## src/include/led_matrix_defines.svh

```systemverilog
`ifndef LED_MATRIX_DEFINES_SVH
`define LED_MATRIX_DEFINES_SVH

// panel geometry, 64 wide on the board
`define PIXEL_WIDTH 8
`define PIXEL_HEIGHT 8
`define PIXEL_HALFHEIGHT (`PIXEL_HEIGHT / 2)
`define BYTES_PER_PIXEL 2

// serial line, clk_in cycles per bit
`define UART_TICKS_PER_BIT 65

// scan timing in clk_in cycles
`define PIXEL_CLK_HALF 2
`define FETCH_LATENCY 4
`define OE_UNIT 8 // lit time of plane 0

// host commands
`define CMD_FRAME 8'h46
`define CMD_RGB_ENABLE 8'h43
`define CMD_BRIGHTNESS 8'h42

`endif

```

## src/hw/led_matrix_pkg.sv

```systemverilog
`include "led_matrix_defines.svh"

package led_matrix_pkg;

    // high byte goes over the wire first
    typedef struct packed {
        logic [4:0] red;
        logic [5:0] green;
        logic [4:0] blue;
    } rgb565_t;

    // one bit per brightness plane
    typedef logic [5:0] plane_mask_t;

    // red bit 0, green bit 1, blue bit 2
    typedef logic [2:0] rgb_bits_t;

    typedef logic [$clog2(`PIXEL_WIDTH)-1:0] col_addr_t;
    typedef logic [$clog2(`PIXEL_HALFHEIGHT)-1:0] row_addr_t;

    typedef logic [$clog2(`PIXEL_WIDTH * `PIXEL_HEIGHT * `BYTES_PER_PIXEL)-1:0] byte_addr_t;
    typedef logic [$clog2(`PIXEL_WIDTH * `PIXEL_HEIGHT)-1:0] word_addr_t;

endpackage

```

## src/hw/control_module.sv

```systemverilog
`timescale 1ns/1ps
`include "led_matrix_defines.svh"

module control_module (
    input  logic                        clk_in,
    input  logic                        arst_n,
    input  logic [7:0]                  rx_data,
    input  logic                        rx_valid,
    output led_matrix_pkg::byte_addr_t  ram_wr_addr,
    output logic [7:0]                  ram_wr_data,
    output logic                        ram_wr_en,
    output led_matrix_pkg::rgb_bits_t   rgb_enable,
    output led_matrix_pkg::plane_mask_t brightness_enable
);
    localparam int FRAME_BYTES = `PIXEL_WIDTH * `PIXEL_HEIGHT * `BYTES_PER_PIXEL;
    localparam led_matrix_pkg::byte_addr_t BYTE_LAST =
        led_matrix_pkg::byte_addr_t'(FRAME_BYTES - 1);

    typedef enum logic [1:0] {IDLE, FRAME, ARG_RGB, ARG_BRIGHT} state_t;

    state_t                     state;
    led_matrix_pkg::byte_addr_t byte_count;

    // frame bytes go straight to the write port
    assign ram_wr_en = rx_valid && (state == FRAME);
    assign ram_wr_addr = byte_count;
    assign ram_wr_data = rx_data;

    always_ff @(posedge clk_in or negedge arst_n) begin
        if (!arst_n) begin
            state <= IDLE;
            byte_count <= '0;
            rgb_enable <= '1;
            brightness_enable <= '1;
        end else if (rx_valid) begin
            case (state)
                IDLE: begin
                    byte_count <= '0;
                    case (rx_data)
                        `CMD_FRAME: state <= FRAME;
                        `CMD_RGB_ENABLE: state <= ARG_RGB;
                        `CMD_BRIGHTNESS: state <= ARG_BRIGHT;
                        default: state <= IDLE; // unknown byte ignored
                    endcase
                end
                FRAME: begin
                    byte_count <= byte_count + 1'b1;
                    if (byte_count == BYTE_LAST) state <= IDLE;
                end
                ARG_RGB: begin
                    rgb_enable <= rx_data[2:0];
                    state <= IDLE;
                end
                default: begin
                    brightness_enable <= rx_data[5:0];
                    state <= IDLE;
                end
            endcase
        end
    end

endmodule

```

## src/hw/framebuffer_fetch.sv

```systemverilog
`timescale 1ns/1ps
`include "led_matrix_defines.svh"

module framebuffer_fetch (
    input  logic                       clk_in,
    input  logic                       arst_n,
    input  logic                       pixel_load_start,
    input  led_matrix_pkg::col_addr_t  column_address,
    input  led_matrix_pkg::row_addr_t  row_address,
    output led_matrix_pkg::word_addr_t ram_rd_addr,
    output logic                       ram_rd_en,
    input  led_matrix_pkg::rgb565_t    ram_rd_data,
    output led_matrix_pkg::rgb565_t    rgb565_top,
    output led_matrix_pkg::rgb565_t    rgb565_bottom
);
    localparam int STAGES = `FETCH_LATENCY - 1;
    localparam led_matrix_pkg::word_addr_t HALF_OFFSET =
        led_matrix_pkg::word_addr_t'(`PIXEL_HALFHEIGHT * `PIXEL_WIDTH);

    logic [STAGES-1:0]          stage; // stage[i] is i+1 cycles after the strobe
    led_matrix_pkg::word_addr_t top_addr;
    led_matrix_pkg::rgb565_t    top_word;
    led_matrix_pkg::rgb565_t    bottom_word;

    assign top_addr = led_matrix_pkg::word_addr_t'(
        int'(row_address) * `PIXEL_WIDTH + int'(column_address));

    // top read in the strobe cycle, bottom read one cycle later
    assign ram_rd_en = pixel_load_start | stage[0];
    assign ram_rd_addr = stage[0] ? top_addr + HALF_OFFSET : top_addr;

    always_ff @(posedge clk_in or negedge arst_n) begin
        if (!arst_n) begin
            stage <= '0;
            rgb565_top <= '0;
            rgb565_bottom <= '0;
        end else begin
            stage <= {stage[STAGES-2:0], pixel_load_start};
            if (stage[STAGES-1]) begin
                rgb565_top <= top_word;
                rgb565_bottom <= bottom_word;
            end
        end
    end

    always_ff @(posedge clk_in) begin
        if (stage[0]) top_word <= ram_rd_data;
        if (stage[1]) bottom_word <= ram_rd_data;
    end

endmodule

```

## src/hw/framebuffer_ram.sv

```systemverilog
`timescale 1ns/1ps
`include "led_matrix_defines.svh"

module framebuffer_ram (
    input  logic                       clk_in,
    input  led_matrix_pkg::byte_addr_t wr_addr,
    input  logic [7:0]                 wr_data,
    input  logic                       wr_en,
    input  led_matrix_pkg::word_addr_t rd_addr,
    input  logic                       rd_en,
    output led_matrix_pkg::rgb565_t    rd_data
);
    localparam int WORDS = `PIXEL_WIDTH * `PIXEL_HEIGHT;

    logic [7:0] mem_hi [WORDS];
    logic [7:0] mem_lo [WORDS];

    led_matrix_pkg::word_addr_t wr_word;

    assign wr_word = wr_addr[$bits(wr_addr)-1:1];

    always_ff @(posedge clk_in) begin
        if (wr_en && !wr_addr[0]) mem_hi[wr_word] <= wr_data; // even byte is the high half
        if (wr_en && wr_addr[0]) mem_lo[wr_word] <= wr_data;
        if (rd_en) rd_data <= {mem_hi[rd_addr], mem_lo[rd_addr]};
    end

endmodule

```

## src/hw/led_matrix_top.sv

```systemverilog
`timescale 1ns/1ps

module led_matrix_top (
    input  logic                      clk_in,
    input  logic                      arst_n,
    input  logic                      uart_rx,
    output logic                      rx_running,
    output led_matrix_pkg::rgb_bits_t rgb1, // top half
    output led_matrix_pkg::rgb_bits_t rgb2, // bottom half
    output led_matrix_pkg::row_addr_t row_address_active,
    output logic                      clk_pixel,
    output logic                      row_latch,
    output logic                      output_enable_n
);
    logic [7:0]                  rx_data;
    logic                        rx_valid;
    led_matrix_pkg::byte_addr_t  ram_wr_addr;
    logic [7:0]                  ram_wr_data;
    logic                        ram_wr_en;
    led_matrix_pkg::word_addr_t  ram_rd_addr;
    logic                        ram_rd_en;
    led_matrix_pkg::rgb565_t     ram_rd_data;
    led_matrix_pkg::rgb_bits_t   rgb_enable;
    led_matrix_pkg::plane_mask_t brightness_enable;
    led_matrix_pkg::plane_mask_t brightness_mask;
    led_matrix_pkg::plane_mask_t plane_select;
    led_matrix_pkg::col_addr_t   column_address;
    led_matrix_pkg::row_addr_t   row_address;
    logic                        pixel_load_start;
    led_matrix_pkg::rgb565_t     rgb565_top;
    led_matrix_pkg::rgb565_t     rgb565_bottom;

    assign plane_select = brightness_mask & brightness_enable; // disabled planes go dark

    uart_rx i_uart_rx (
        .clk_in     (clk_in),
        .arst_n     (arst_n),
        .rx         (uart_rx),
        .rx_data    (rx_data),
        .rx_valid   (rx_valid),
        .rx_running (rx_running)
    );

    control_module i_control_module (
        .clk_in            (clk_in),
        .arst_n            (arst_n),
        .rx_data           (rx_data),
        .rx_valid          (rx_valid),
        .ram_wr_addr       (ram_wr_addr),
        .ram_wr_data       (ram_wr_data),
        .ram_wr_en         (ram_wr_en),
        .rgb_enable        (rgb_enable),
        .brightness_enable (brightness_enable)
    );

    framebuffer_ram i_framebuffer_ram (
        .clk_in  (clk_in),
        .wr_addr (ram_wr_addr),
        .wr_data (ram_wr_data),
        .wr_en   (ram_wr_en),
        .rd_addr (ram_rd_addr),
        .rd_en   (ram_rd_en),
        .rd_data (ram_rd_data)
    );

    framebuffer_fetch i_framebuffer_fetch (
        .clk_in           (clk_in),
        .arst_n           (arst_n),
        .pixel_load_start (pixel_load_start),
        .column_address   (column_address),
        .row_address      (row_address),
        .ram_rd_addr      (ram_rd_addr),
        .ram_rd_en        (ram_rd_en),
        .ram_rd_data      (ram_rd_data),
        .rgb565_top       (rgb565_top),
        .rgb565_bottom    (rgb565_bottom)
    );

    matrix_scan i_matrix_scan (
        .clk_in             (clk_in),
        .arst_n             (arst_n),
        .column_address     (column_address),
        .row_address        (row_address),
        .pixel_load_start   (pixel_load_start),
        .brightness_mask    (brightness_mask),
        .clk_pixel          (clk_pixel),
        .row_latch          (row_latch),
        .output_enable_n    (output_enable_n),
        .row_address_active (row_address_active)
    );

    pixel_split px_top (
        .pixel           (rgb565_top),
        .brightness_mask (plane_select),
        .rgb_enable      (rgb_enable),
        .rgb_output      (rgb1)
    );

    pixel_split px_bottom (
        .pixel           (rgb565_bottom),
        .brightness_mask (plane_select),
        .rgb_enable      (rgb_enable),
        .rgb_output      (rgb2)
    );

endmodule

```

## src/hw/matrix_scan.sv

```systemverilog
`timescale 1ns/1ps
`include "led_matrix_defines.svh"

module matrix_scan (
    input  logic                        clk_in,
    input  logic                        arst_n,
    output led_matrix_pkg::col_addr_t   column_address,
    output led_matrix_pkg::row_addr_t   row_address,
    output logic                        pixel_load_start,
    output led_matrix_pkg::plane_mask_t brightness_mask,
    output logic                        clk_pixel,
    output logic                        row_latch,
    output logic                        output_enable_n,
    output led_matrix_pkg::row_addr_t   row_address_active
);
    localparam int PLANES = 6;
    localparam int TW = $clog2((`OE_UNIT << (PLANES - 1)) + 1);
    localparam led_matrix_pkg::col_addr_t COL_LAST =
        led_matrix_pkg::col_addr_t'(`PIXEL_WIDTH - 1);
    localparam led_matrix_pkg::row_addr_t ROW_LAST =
        led_matrix_pkg::row_addr_t'(`PIXEL_HALFHEIGHT - 1);

    typedef enum logic [2:0] {LOAD, FETCH_WAIT, CLK_LOW, CLK_HIGH, LATCH, DISPLAY} state_t;

    state_t        state;
    logic [2:0]    plane;
    logic [TW-1:0] timer; // shared by every timed state
    logic          timer_done;

    assign timer_done = (timer == '0);
    assign pixel_load_start = (state == LOAD);
    assign clk_pixel = (state == CLK_HIGH);
    assign row_latch = (state == LATCH);
    assign output_enable_n = (state != DISPLAY); // lit only while displaying
    assign brightness_mask = led_matrix_pkg::plane_mask_t'(1) << plane;

    always_ff @(posedge clk_in or negedge arst_n) begin
        if (!arst_n) begin
            state <= LOAD;
            column_address <= '0;
            row_address <= '0;
            row_address_active <= '0;
            plane <= '0;
            timer <= '0;
        end else begin
            timer <= timer - 1'b1;
            case (state)
                LOAD: begin
                    timer <= TW'(`FETCH_LATENCY - 1);
                    state <= FETCH_WAIT;
                end
                FETCH_WAIT: begin
                    if (timer_done) begin
                        timer <= TW'(`PIXEL_CLK_HALF - 1);
                        state <= CLK_LOW;
                    end
                end
                CLK_LOW: begin
                    if (timer_done) begin
                        timer <= TW'(`PIXEL_CLK_HALF - 1);
                        state <= CLK_HIGH;
                    end
                end
                CLK_HIGH: begin
                    if (timer_done && column_address == COL_LAST) begin
                        row_address_active <= row_address; // panel is blanked here
                        state <= LATCH;
                    end else if (timer_done) begin
                        column_address <= column_address + 1'b1;
                        state <= LOAD;
                    end
                end
                LATCH: begin
                    timer <= (TW'(`OE_UNIT) << plane) - 1'b1;
                    state <= DISPLAY;
                end
                default: begin
                    if (timer_done) begin
                        column_address <= '0;
                        state <= LOAD;
                        if (plane == 3'(PLANES - 1)) begin
                            plane <= '0;
                            row_address <= (row_address == ROW_LAST) ? '0 : row_address + 1'b1;
                        end else begin
                            plane <= plane + 1'b1;
                        end
                    end
                end
            endcase
        end
    end

endmodule

```

## src/hw/pixel_split.sv

```systemverilog
`timescale 1ns/1ps

module pixel_split (
    input  led_matrix_pkg::rgb565_t     pixel,
    input  led_matrix_pkg::plane_mask_t brightness_mask,
    input  led_matrix_pkg::rgb_bits_t   rgb_enable,
    output led_matrix_pkg::rgb_bits_t   rgb_output
);
    logic [5:0] red6;
    logic [5:0] green6;
    logic [5:0] blue6;

    // 5-bit channels widened by repeating the msb
    assign red6 = {pixel.red, pixel.red[4]};
    assign green6 = pixel.green;
    assign blue6 = {pixel.blue, pixel.blue[4]};

    assign rgb_output[0] = (|(red6 & brightness_mask)) & rgb_enable[0];
    assign rgb_output[1] = (|(green6 & brightness_mask)) & rgb_enable[1];
    assign rgb_output[2] = (|(blue6 & brightness_mask)) & rgb_enable[2];

endmodule

```

## src/hw/uart_rx.sv

```systemverilog
`timescale 1ns/1ps
`include "led_matrix_defines.svh"

module uart_rx #(
    parameter int TICKS_PER_BIT = `UART_TICKS_PER_BIT
) (
    input  logic       clk_in,
    input  logic       arst_n,
    input  logic       rx,
    output logic [7:0] rx_data,
    output logic       rx_valid,
    output logic       rx_running
);
    localparam int TW = $clog2(TICKS_PER_BIT);
    localparam int HALF = TICKS_PER_BIT / 2;
    localparam int TAIL = (HALF > 4) ? HALF - 4 : 0; // rest of stop bit, less sync lag

    typedef enum logic [2:0] {IDLE, START, DATA, STOP, STOP_TAIL} state_t;

    state_t        state;
    logic [1:0]    rx_sync;
    logic [TW-1:0] tick;
    logic [2:0]    bit_idx;
    logic [7:0]    shift;
    logic          rx_s;
    logic          bit_mid;

    assign rx_s = rx_sync[1];
    assign bit_mid = (tick == TW'(TICKS_PER_BIT - 1));
    assign rx_running = (state != IDLE);
    assign rx_data = shift; // stable until the next start bit

    always_ff @(posedge clk_in or negedge arst_n) begin
        if (!arst_n) begin
            rx_sync <= 2'b11; // line idles high
            state <= IDLE;
            tick <= '0;
            bit_idx <= '0;
            rx_valid <= 1'b0;
        end else begin
            rx_sync <= {rx_sync[0], rx};
            rx_valid <= 1'b0;
            tick <= tick + 1'b1;
            case (state)
                IDLE: begin
                    tick <= '0;
                    if (!rx_s) state <= START; // falling edge of start bit
                end
                START: begin
                    if (tick == TW'(HALF - 1)) begin
                        tick <= '0;
                        bit_idx <= '0;
                        state <= rx_s ? IDLE : DATA; // glitch, not a start bit
                    end
                end
                DATA: begin
                    if (bit_mid) begin
                        tick <= '0;
                        bit_idx <= bit_idx + 1'b1;
                        if (bit_idx == 3'd7) state <= STOP;
                    end
                end
                STOP: begin
                    if (bit_mid) begin
                        tick <= '0;
                        rx_valid <= rx_s; // bad stop bit drops the byte
                        state <= STOP_TAIL;
                    end
                end
                default: begin
                    if (tick >= TW'(TAIL)) state <= IDLE;
                end
            endcase
        end
    end

    // lsb first
    always_ff @(posedge clk_in) begin
        if (state == DATA && bit_mid) shift <= {rx_s, shift[7:1]};
    end

endmodule

```

## config.mk

```make
export PLATFORM = sky130hd
export DESIGN_NAME = led_matrix_top
export DESIGN_NICKNAME = d
export VERILOG_FILES = /design/src/hw/led_matrix_pkg.sv /design/src/hw/control_module.sv /design/src/hw/framebuffer_fetch.sv /design/src/hw/framebuffer_ram.sv /design/src/hw/led_matrix_top.sv /design/src/hw/matrix_scan.sv /design/src/hw/pixel_split.sv /design/src/hw/uart_rx.sv
export VERILOG_INCLUDE_DIRS = /design/src /design/src/include
export SDC_FILE = /design/constraint.sdc
export NUM_CORES = 1
export LEC_CHECK = 0
export BUFFER_PORTS_ARGS = -buffer_cell sky130_fd_sc_hd__buf_4
export CAP_MARGIN = 5
export CORE_UTILIZATION = 50
export DETAILED_ROUTE_END_ITERATION = 16
export PLACE_DENSITY = 0.69
export SYNTH_ARGS = -nofsm -noshare
export SYNTH_HDL_FRONTEND = slang
export SYNTH_SLANG_ARGS = --single-unit
```

## constraint.sdc

```tcl
create_clock -name clk_in -period 3.5 [get_ports clk_in]
set_input_delay 0.175 -clock clk_in [delete_from_list [all_inputs] [get_ports clk_in]]
set_output_delay 0.175 -clock clk_in [all_outputs]
set_load 0.01 [all_outputs]
```

# Yosys cells after proc, flatten, opt, wreduce, memory -nomap -nowiden
# Memory sizes are Yosys's and may differ from the RTL's. A register that Yosys moved wholly into a read port is not among the register bits.
# Cells that the tools add are included.
[totals]
reg_bits = 131
ramBits = 1024
input_bits = 3
out_inout_bits = 12
mem_count = 2
[classes]
add_sub_neg = 10
n_lt_le_gt_ge = 1
eq_ne = 29
n_shift = 2
muxes = 38
bitwise = 17
reduce_logical = 36
[memory_table]
columns = ["memory", "words", "word_bits", "read_ports", "rd_ports_with_merged_regs", "write_ports", "line_no", "rtl"]
rows = [
  ["i_framebuffer_ram.mem_hi", 64, 8, 1, 1, 1, "framebuffer_ram.sv:15", "logic [7:0] mem_hi [WORDS];"],
  ["i_framebuffer_ram.mem_lo", 64, 8, 1, 1, 1, "framebuffer_ram.sv:16", "logic [7:0] mem_lo [WORDS];"],
]
[ops]
columns = ["cell", "n"]
rows = [
  ["3-bit 2-to-1 mux", 16],
  ["6-bit AND", 7],
  ["6-bit OR reduction", 6],
  ["9-bit case mux with 3 select lines", 1],
  ["8-bit by 7-bit == test with 1-bit output (second input constant)", 3],
  ["7-bit case mux with 3 select lines", 1],
  ["9-bit by 1-bit subtractor with 9-bit output (second input constant)", 2],
  ["3-bit case mux with 5 select lines", 1],
  ["7-bit by 1-bit adder with 7-bit output (second input constant)", 2],
  ["7-bit == test (second input constant)", 2],
  ["7-bit 2-to-1 mux", 2],
  ["7-bit case mux with 2 select lines", 1],
  ["2-bit AND reduction", 7],
  ["3-bit by 2-bit == test with 1-bit output (second input constant)", 4],
  ["3-bit == test (second input constant)", 4],
  ["2-bit by 1-bit != test with 1-bit output (second input constant)", 6],
  ["3-bit case mux with 2 select lines", 2],
  ["3-bit case mux with 4 select lines", 1],
  ["3-bit by 1-bit adder with 3-bit output (second input constant)", 3],
  ["9-bit zero test", 1],
  ["9-bit 2-to-1 mux", 1],
  ["3-bit AND reduction", 3],
  ["4-bit by 3-bit << shifter with 9-bit output (first input constant)", 1],
  ["7-bit by 5-bit == test with 1-bit output (second input constant)", 1],
  ["30 further kinds", 55],
]

# Logic depth before layout (Yosys ltp)
[depth]
word_depth = 5
mapped_depth = 10
mapped_depth_nobuf = 7

# Modules after synthesis
# A second synthesis with hierarchy kept.
[unflattened]
cells_unflattened = 2297
area_unflattened_um2 = 46185.5
[modules_own_cells]
columns = ["module", "n_inst", "cells_per_inst", "area_each_um2", "seq_area_each_um2"]
rows = [
  ["framebuffer_ram", 1, 1844, 40277.4, 31230.0],
  ["framebuffer_fetch", 1, 110, 2432.3, 1836.8],
  ["matrix_scan", 1, 136, 1273.7, 550.5],
  ["uart_rx", 1, 88, 1061.0, 643.1],
  ["control_module", 1, 83, 918.4, 461.7],
  ["pixel_split", 2, 15, 92.6, 0.0],
  ["led_matrix_top", 1, 6, 37.5, 0.0],
]

# Least setup slack after synthesis
# OpenSTA, ideal clock, no wires.
[synth_timing]
path_type = "flip-flop to flip-flop"
start = "reg i_uart_rx.shift[6], in the netlist i_uart_rx.rx_data[6]"
end = "reg i_control_module.state[0]"
setup_ns = 0.105
arrival_time_ns = 2.453
t_required_ns = 3.395
path_slack_ns = 0.942
path_stages_with_launch = 4
cell_sequence = "edfxtp_1 nor4bb_1 nand3_1 o21ai_0"
[synth_via]
elab_chain_len = 3
word_cells_on_any_way = 5
classes_between = "eq/ne (3); mux (2)"
[synth_rtl]
columns = ["element", "line_no", "rtl"]
rows = [
  ["start, declared", "uart_rx.sv:24", "logic [7:0] shift;"],
  ["start signal, assigned", "uart_rx.sv:79", "if (state == DATA && bit_mid) shift <= {rx_s, shift[7:1]};"],
  ["8-bit by 7-bit == test with 1-bit output", "control_module.sv:39", "case (rx_data)"],
  ["2-bit case mux with 3 select lines *", "control_module.sv:39", ""],
  ["2-bit case mux with 2 select lines *", "control_module.sv:36", "case (state)"],
  ["end signal, assigned", "control_module.sv:40", "`CMD_FRAME: state <= FRAME;"],
  ["end signal, assigned", "control_module.sv:41", "`CMD_RGB_ENABLE: state <= ARG_RGB;"],
  ["end signal, assigned", "control_module.sv:42", "`CMD_BRIGHTNESS: state <= ARG_BRIGHT;"],
  ["end, declared", "control_module.sv:21", "state_t state;"],
]
# Every way passes the cells marked *; elsewhere a longest branch is shown, timed or not.
# A chain may end at the register's enable or synchronous reset.

# Worst setup path after layout
[layout_timing]
start = "reg i_uart_rx.rx_valid"
end = "mem i_framebuffer_ram.mem_hi[39][4] (enable)"
[layout_via]
elab_chain_len = 4
[layout_rtl]
columns = ["element", "line_no", "rtl"]
rows = [
  ["start, declared", "uart_rx.sv:11", "output logic rx_valid,"],
  ["start signal, assigned", "uart_rx.sv:66", "rx_valid <= rx_s;"],
  ["1-bit logical AND", "control_module.sv:25", "assign ram_wr_en = rx_valid && (state == FRAME);"],
  ["1-bit logical AND", "framebuffer_ram.sv:23", "if (wr_en && !wr_addr[0]) mem_hi[wr_word] <= wr_data;"],
  ["1-bit 2-to-1 mux", "framebuffer_ram.sv:23", ""],
  ["1-bit 2-to-1 mux (implied by the code)", "framebuffer_ram.sv:23", ""],
  ["end, declared", "framebuffer_ram.sv:15", ""],
]
# Every way passes these cells.

==> results.py <==
metrics = {
    "run_status": {
        "status": "finished, final reports clean",
    },
    "setup_path": {
        "crit_buf_inv": 0,
        "startpoint_type": "flip-flop",
        "path_class": "flip-flop to flip-flop",
        "worstPathMaxFanout": 8,
        "path_cells": "nor2b_1 > nand2_1 > nor3b_1 > nand3_1 > nor2_1",
        "reg2reg_slack_ps": 340,
        "cp-end-kind": "flip-flop",
        "worstReg2RegStart": "i_uart_rx.rx_valid",
        "crit_slowest_cell": "nor2_1",
        "crit_family": "simple AND/OR/NAND/NOR gates",
        "rr_worst_depth": 5,
        "max_stage_delay_ps": 830,
        "r2r-end": "i_framebuffer_ram.mem_hi[39][4]",
        "critPathArrivalTime_ps": 3470,
        "required_ps": 3810,
    },
    "timing": {
        "tns_ps": 0,
        "final_max_slew_viol_count": 0,
        "finalCritPeriodShare_pct": 90.2,
        "rsz0062_at_grt": "false",
        "worstMarginPinSlew_ps": 1300,
        "period_minus_slack_ps": 3160,
        "fmax_mhz": 317,
        "relSlewSlack_pct": 13.4,
        "setup_viol": 0,
        "finalClockSkew_ps": 23.7,
        "hold_viol": 0,
    },
    "global_route": {
        "grt_max_degree": 133,
        "grt-ovfl-total": 0,
        "grt_use_total_pct": 22.5,
        "grt_pass1_vias": 22700,
        "antenna_found_initial": 3,
        "grt_pass1_wl_um": 150000,
    },
    "place": {
        "dpl.hpwl_um": 60700,
        "place_area_um2": 48000,
        "dp_cells": 3436,
        "port_buffers": 14,
        "place_congestion": 0.839,
    },
    "routing": {
        "finalWirelength_um": 101000,
        "vias_per_cell": 6.07,
        "vias": 22200,
        "drt.antenna.violating_nets": 0,
        "route.detailed.drc": 0,
        "wl_per_cell_um": 27.5,
        "drt_iter0_markers": 2639,
        "first_pass_iters": 5,
    },
    "finish": {
        "final_common_cell": "edfxtp_1",
        "stdcell_area_um2": 51800,
        "mostFrequentLayoutCells": "1080 x edfxtp_1, 286 x mux4_2, 170 x buf_4",
        "diodes": 0,
        "layout-drive-gt1-share_pct": 28.8,
        "stdcell_count": 3654,
        "area_growth_pct": 14.0,
        "num-nets-final": 2392,
    },
    "power": {
        "p_sw_share_pct": 19.1,
        "seq_power_share_pct": 54.8,
        "power_per_cell_area_nw_per_um2": 532,
        "p_comb_share_pct": 0.5,
        "power_frac_clock_pct": 44.7,
        "peakVddDrop_mv": 0.370,
        "p_switching_uw": 5270,
        "power.static_leakage_uw": 0.0167,
        "cell_internal_pwr_uw": 22300,
    },
    "clock_network": {
        "clk_latency_ps": 700,
        "clkSlewWorstSetupHoldPaths_ps": 60,
        "cts_tree": "built",
        "clock_path_buffers": 3,
        "clock_sinks": 1171,
        "cts_made_buffers": 114,
        "htree_levels": 3,
        "cts-root-buf": "clkbuf_16",
    },
    "hold_path": {
        "hold_end": "i_uart_rx.rx_sync[0]",
        "worstHoldPathCells": 2,
        "hold_class": "input port to flip-flop",
        "worstHoldStart": "uart_rx",
    },
    "synthesis": {
        "syn_nets": 2206,
        "ys.warnings.count": 0,
        "synth_area_um2": 45500,
        "ys_types": 60,
        "syn_area_per_cell_um2": 20.7,
        "syn_inst": 2192,
        "synth_seq_cells": 1171,
        "synth_flop_cell": "edfxtp_1",
        "ys_async_sr_fraction_pct": 7.77,
        "synth_edf_count": 1080,
        "seq_area_frac_synth_pct": 76.4,
    },
    "floorplan": {
        "die_h_um": 304,
        "ios": 15,
        "core-area_um2": 90000,
        "initial_core_util_pct": 50.5,
        "fp-row-count": 110,
        "die-width_um": 304,
        "die-area_um2": 92100,
    },
    "flow_run": {
        "max-cap-violations": 0,
    },
}
## worst register-to-register path: stages (launching register included)
cell and delay, ps:
dfrtp_1 420, nor2b_1 350, nand2_1 200, nor3b_1 430, nand3_1 550, nor2_1 830
## registers in the layout (all words and copies together), names as in the netlist, 7 cells and up
register	cells
i_control_module.ram_wr_addr	7
i_framebuffer_fetch.bottom_word	16
i_framebuffer_fetch.rgb565_bottom	16
i_framebuffer_fetch.rgb565_top	16
i_framebuffer_fetch.top_word	16
i_framebuffer_ram.mem_hi	512
i_framebuffer_ram.mem_lo	512
i_framebuffer_ram.rd_data	16
i_matrix_scan.timer	9
i_uart_rx.rx_data	8
i_uart_rx.tick	7
## what timing repair did
action	CTS	global route
hold endpoints to repair	60	0
buffers inserted	0	0
resized for setup	0	0
hold buffers	2	0
## cell usage after synthesis (8+ instances only)
| cell type | count | area [um^2] |
|---|---|---|
| clkbuf_1 | 46 | 173 |
| ha_1 | 11 | 138 |
| o22ai_1 | 8 | 50.1 |
| a32oi_1 | 8 | 70.1 |
| nand2_1 | 88 | 330 |
| xnor2_1 | 8 | 70.1 |
| nor3_1 | 10 | 50.1 |
| edfxtp_1 | 1080 | 32400 |
| a31oi_1 | 10 | 62.6 |
| mux2_2 | 45 | 507 |
| a221oi_1 | 15 | 131 |
| mux2i_1 | 31 | 310 |
| dfstp_2 | 11 | 289 |
| mux4_2 | 286 | 6440 |
| a22o_1 | 8 | 70.1 |
| buf_4 | 10 | 75.1 |
| o21ai_0 | 61 | 305 |
| buf_1 | 16 | 60.1 |
| dfrtp_1 | 80 | 2000 |
| nand3_1 | 35 | 175 |
| buf_2 | 46 | 230 |
| inv_1 | 16 | 60.1 |
| o221ai_1 | 15 | 131 |
| nor2_1 | 159 | 597 |
## power by group through the flow
stage / combinational (uW) / clock (uW) / sequential, uW
final: 141 / 12300 / 15100
after global routing: 162 / 13100 / 15100
after CTS: 146 / 12500 / 15100
after detailed placement: 143 / 0 / 15400
after global placement: 139 / 0 / 15400
after floorplan: 102 / 0 / 15400
## metal layers
metal  GRT usage (%)  vias to the layer above  wire, um
li1                -                     9386         -
met1            32.0                    11700     40500
met2            36.4                      932     49800
met3            3.26                      158      7920
met4            6.51                        4      2380
met5               0                        -        27
## logic make-up (layout without fill, tap and decap cells)
family | Yosys count | after routing | synth area share, %
DFF | 1171 | 1171 | 76.4
muxes | 364 | 364 | 16.0
and+or+nand+nor | 346 | 346 | 3.44
AOI/OAI and AO/OA | 148 | 148 | 2.19
buffers and inverters | 137 | 423 | 1.36
xor gates and xnor gates | 14 | 14 | 0.270
adders and majority gates | 12 | 12 | 0.328
## worst max-delay path by stage
stage,slack [ps],startpoint,cells after the start,end
2_1_floorplan,940,i_uart_rx.rx_data[6],3,i_control_module.state[0]
3_3_place_gp,520,i_uart_rx.rx_valid,5,i_framebuffer_ram.mem_hi[39][4]
3_5_place_dp,420,i_uart_rx.rx_valid,5,i_framebuffer_ram.mem_hi[39][4]
4_1_cts,400,i_uart_rx.rx_valid,5,i_framebuffer_ram.mem_hi[39][4]
5_1_grt,90,i_uart_rx.rx_valid,5,i_framebuffer_ram.mem_hi[39][6]
6_report,340,i_uart_rx.rx_valid,5,i_framebuffer_ram.mem_hi[39][4]
## per-stage QoR
stage / total power, uW / setup slack (ps) / hold WS [ps] / util [%]
floorplan: 15500 / 942 / -121 / -
global placement: 15500 / 521 / 289 / 53.3
detailed placement: 15600 / 421 / 286 / 53.3
CTS: 27700 / 405 / 98.9 / 57.6
global route: 28300 / 85.9 / 144 / 57.6
finish: 27600 / 342 / 133 / 57.6
## final cells by class
type / count / area (um^2)
Timing Repair Buffer: 189 / 1640
Tap cell: 1176 / 1470
Multi-Input combinational cell: 884 / 10100
Clock buffer: 138 / 3030
Inverter: 18 / 67.6
Sequential cell: 1171 / 34700
Fill cell: 6426 / 38200
Clock inverter: 78 / 763
(Power assumes the default switching activity.)
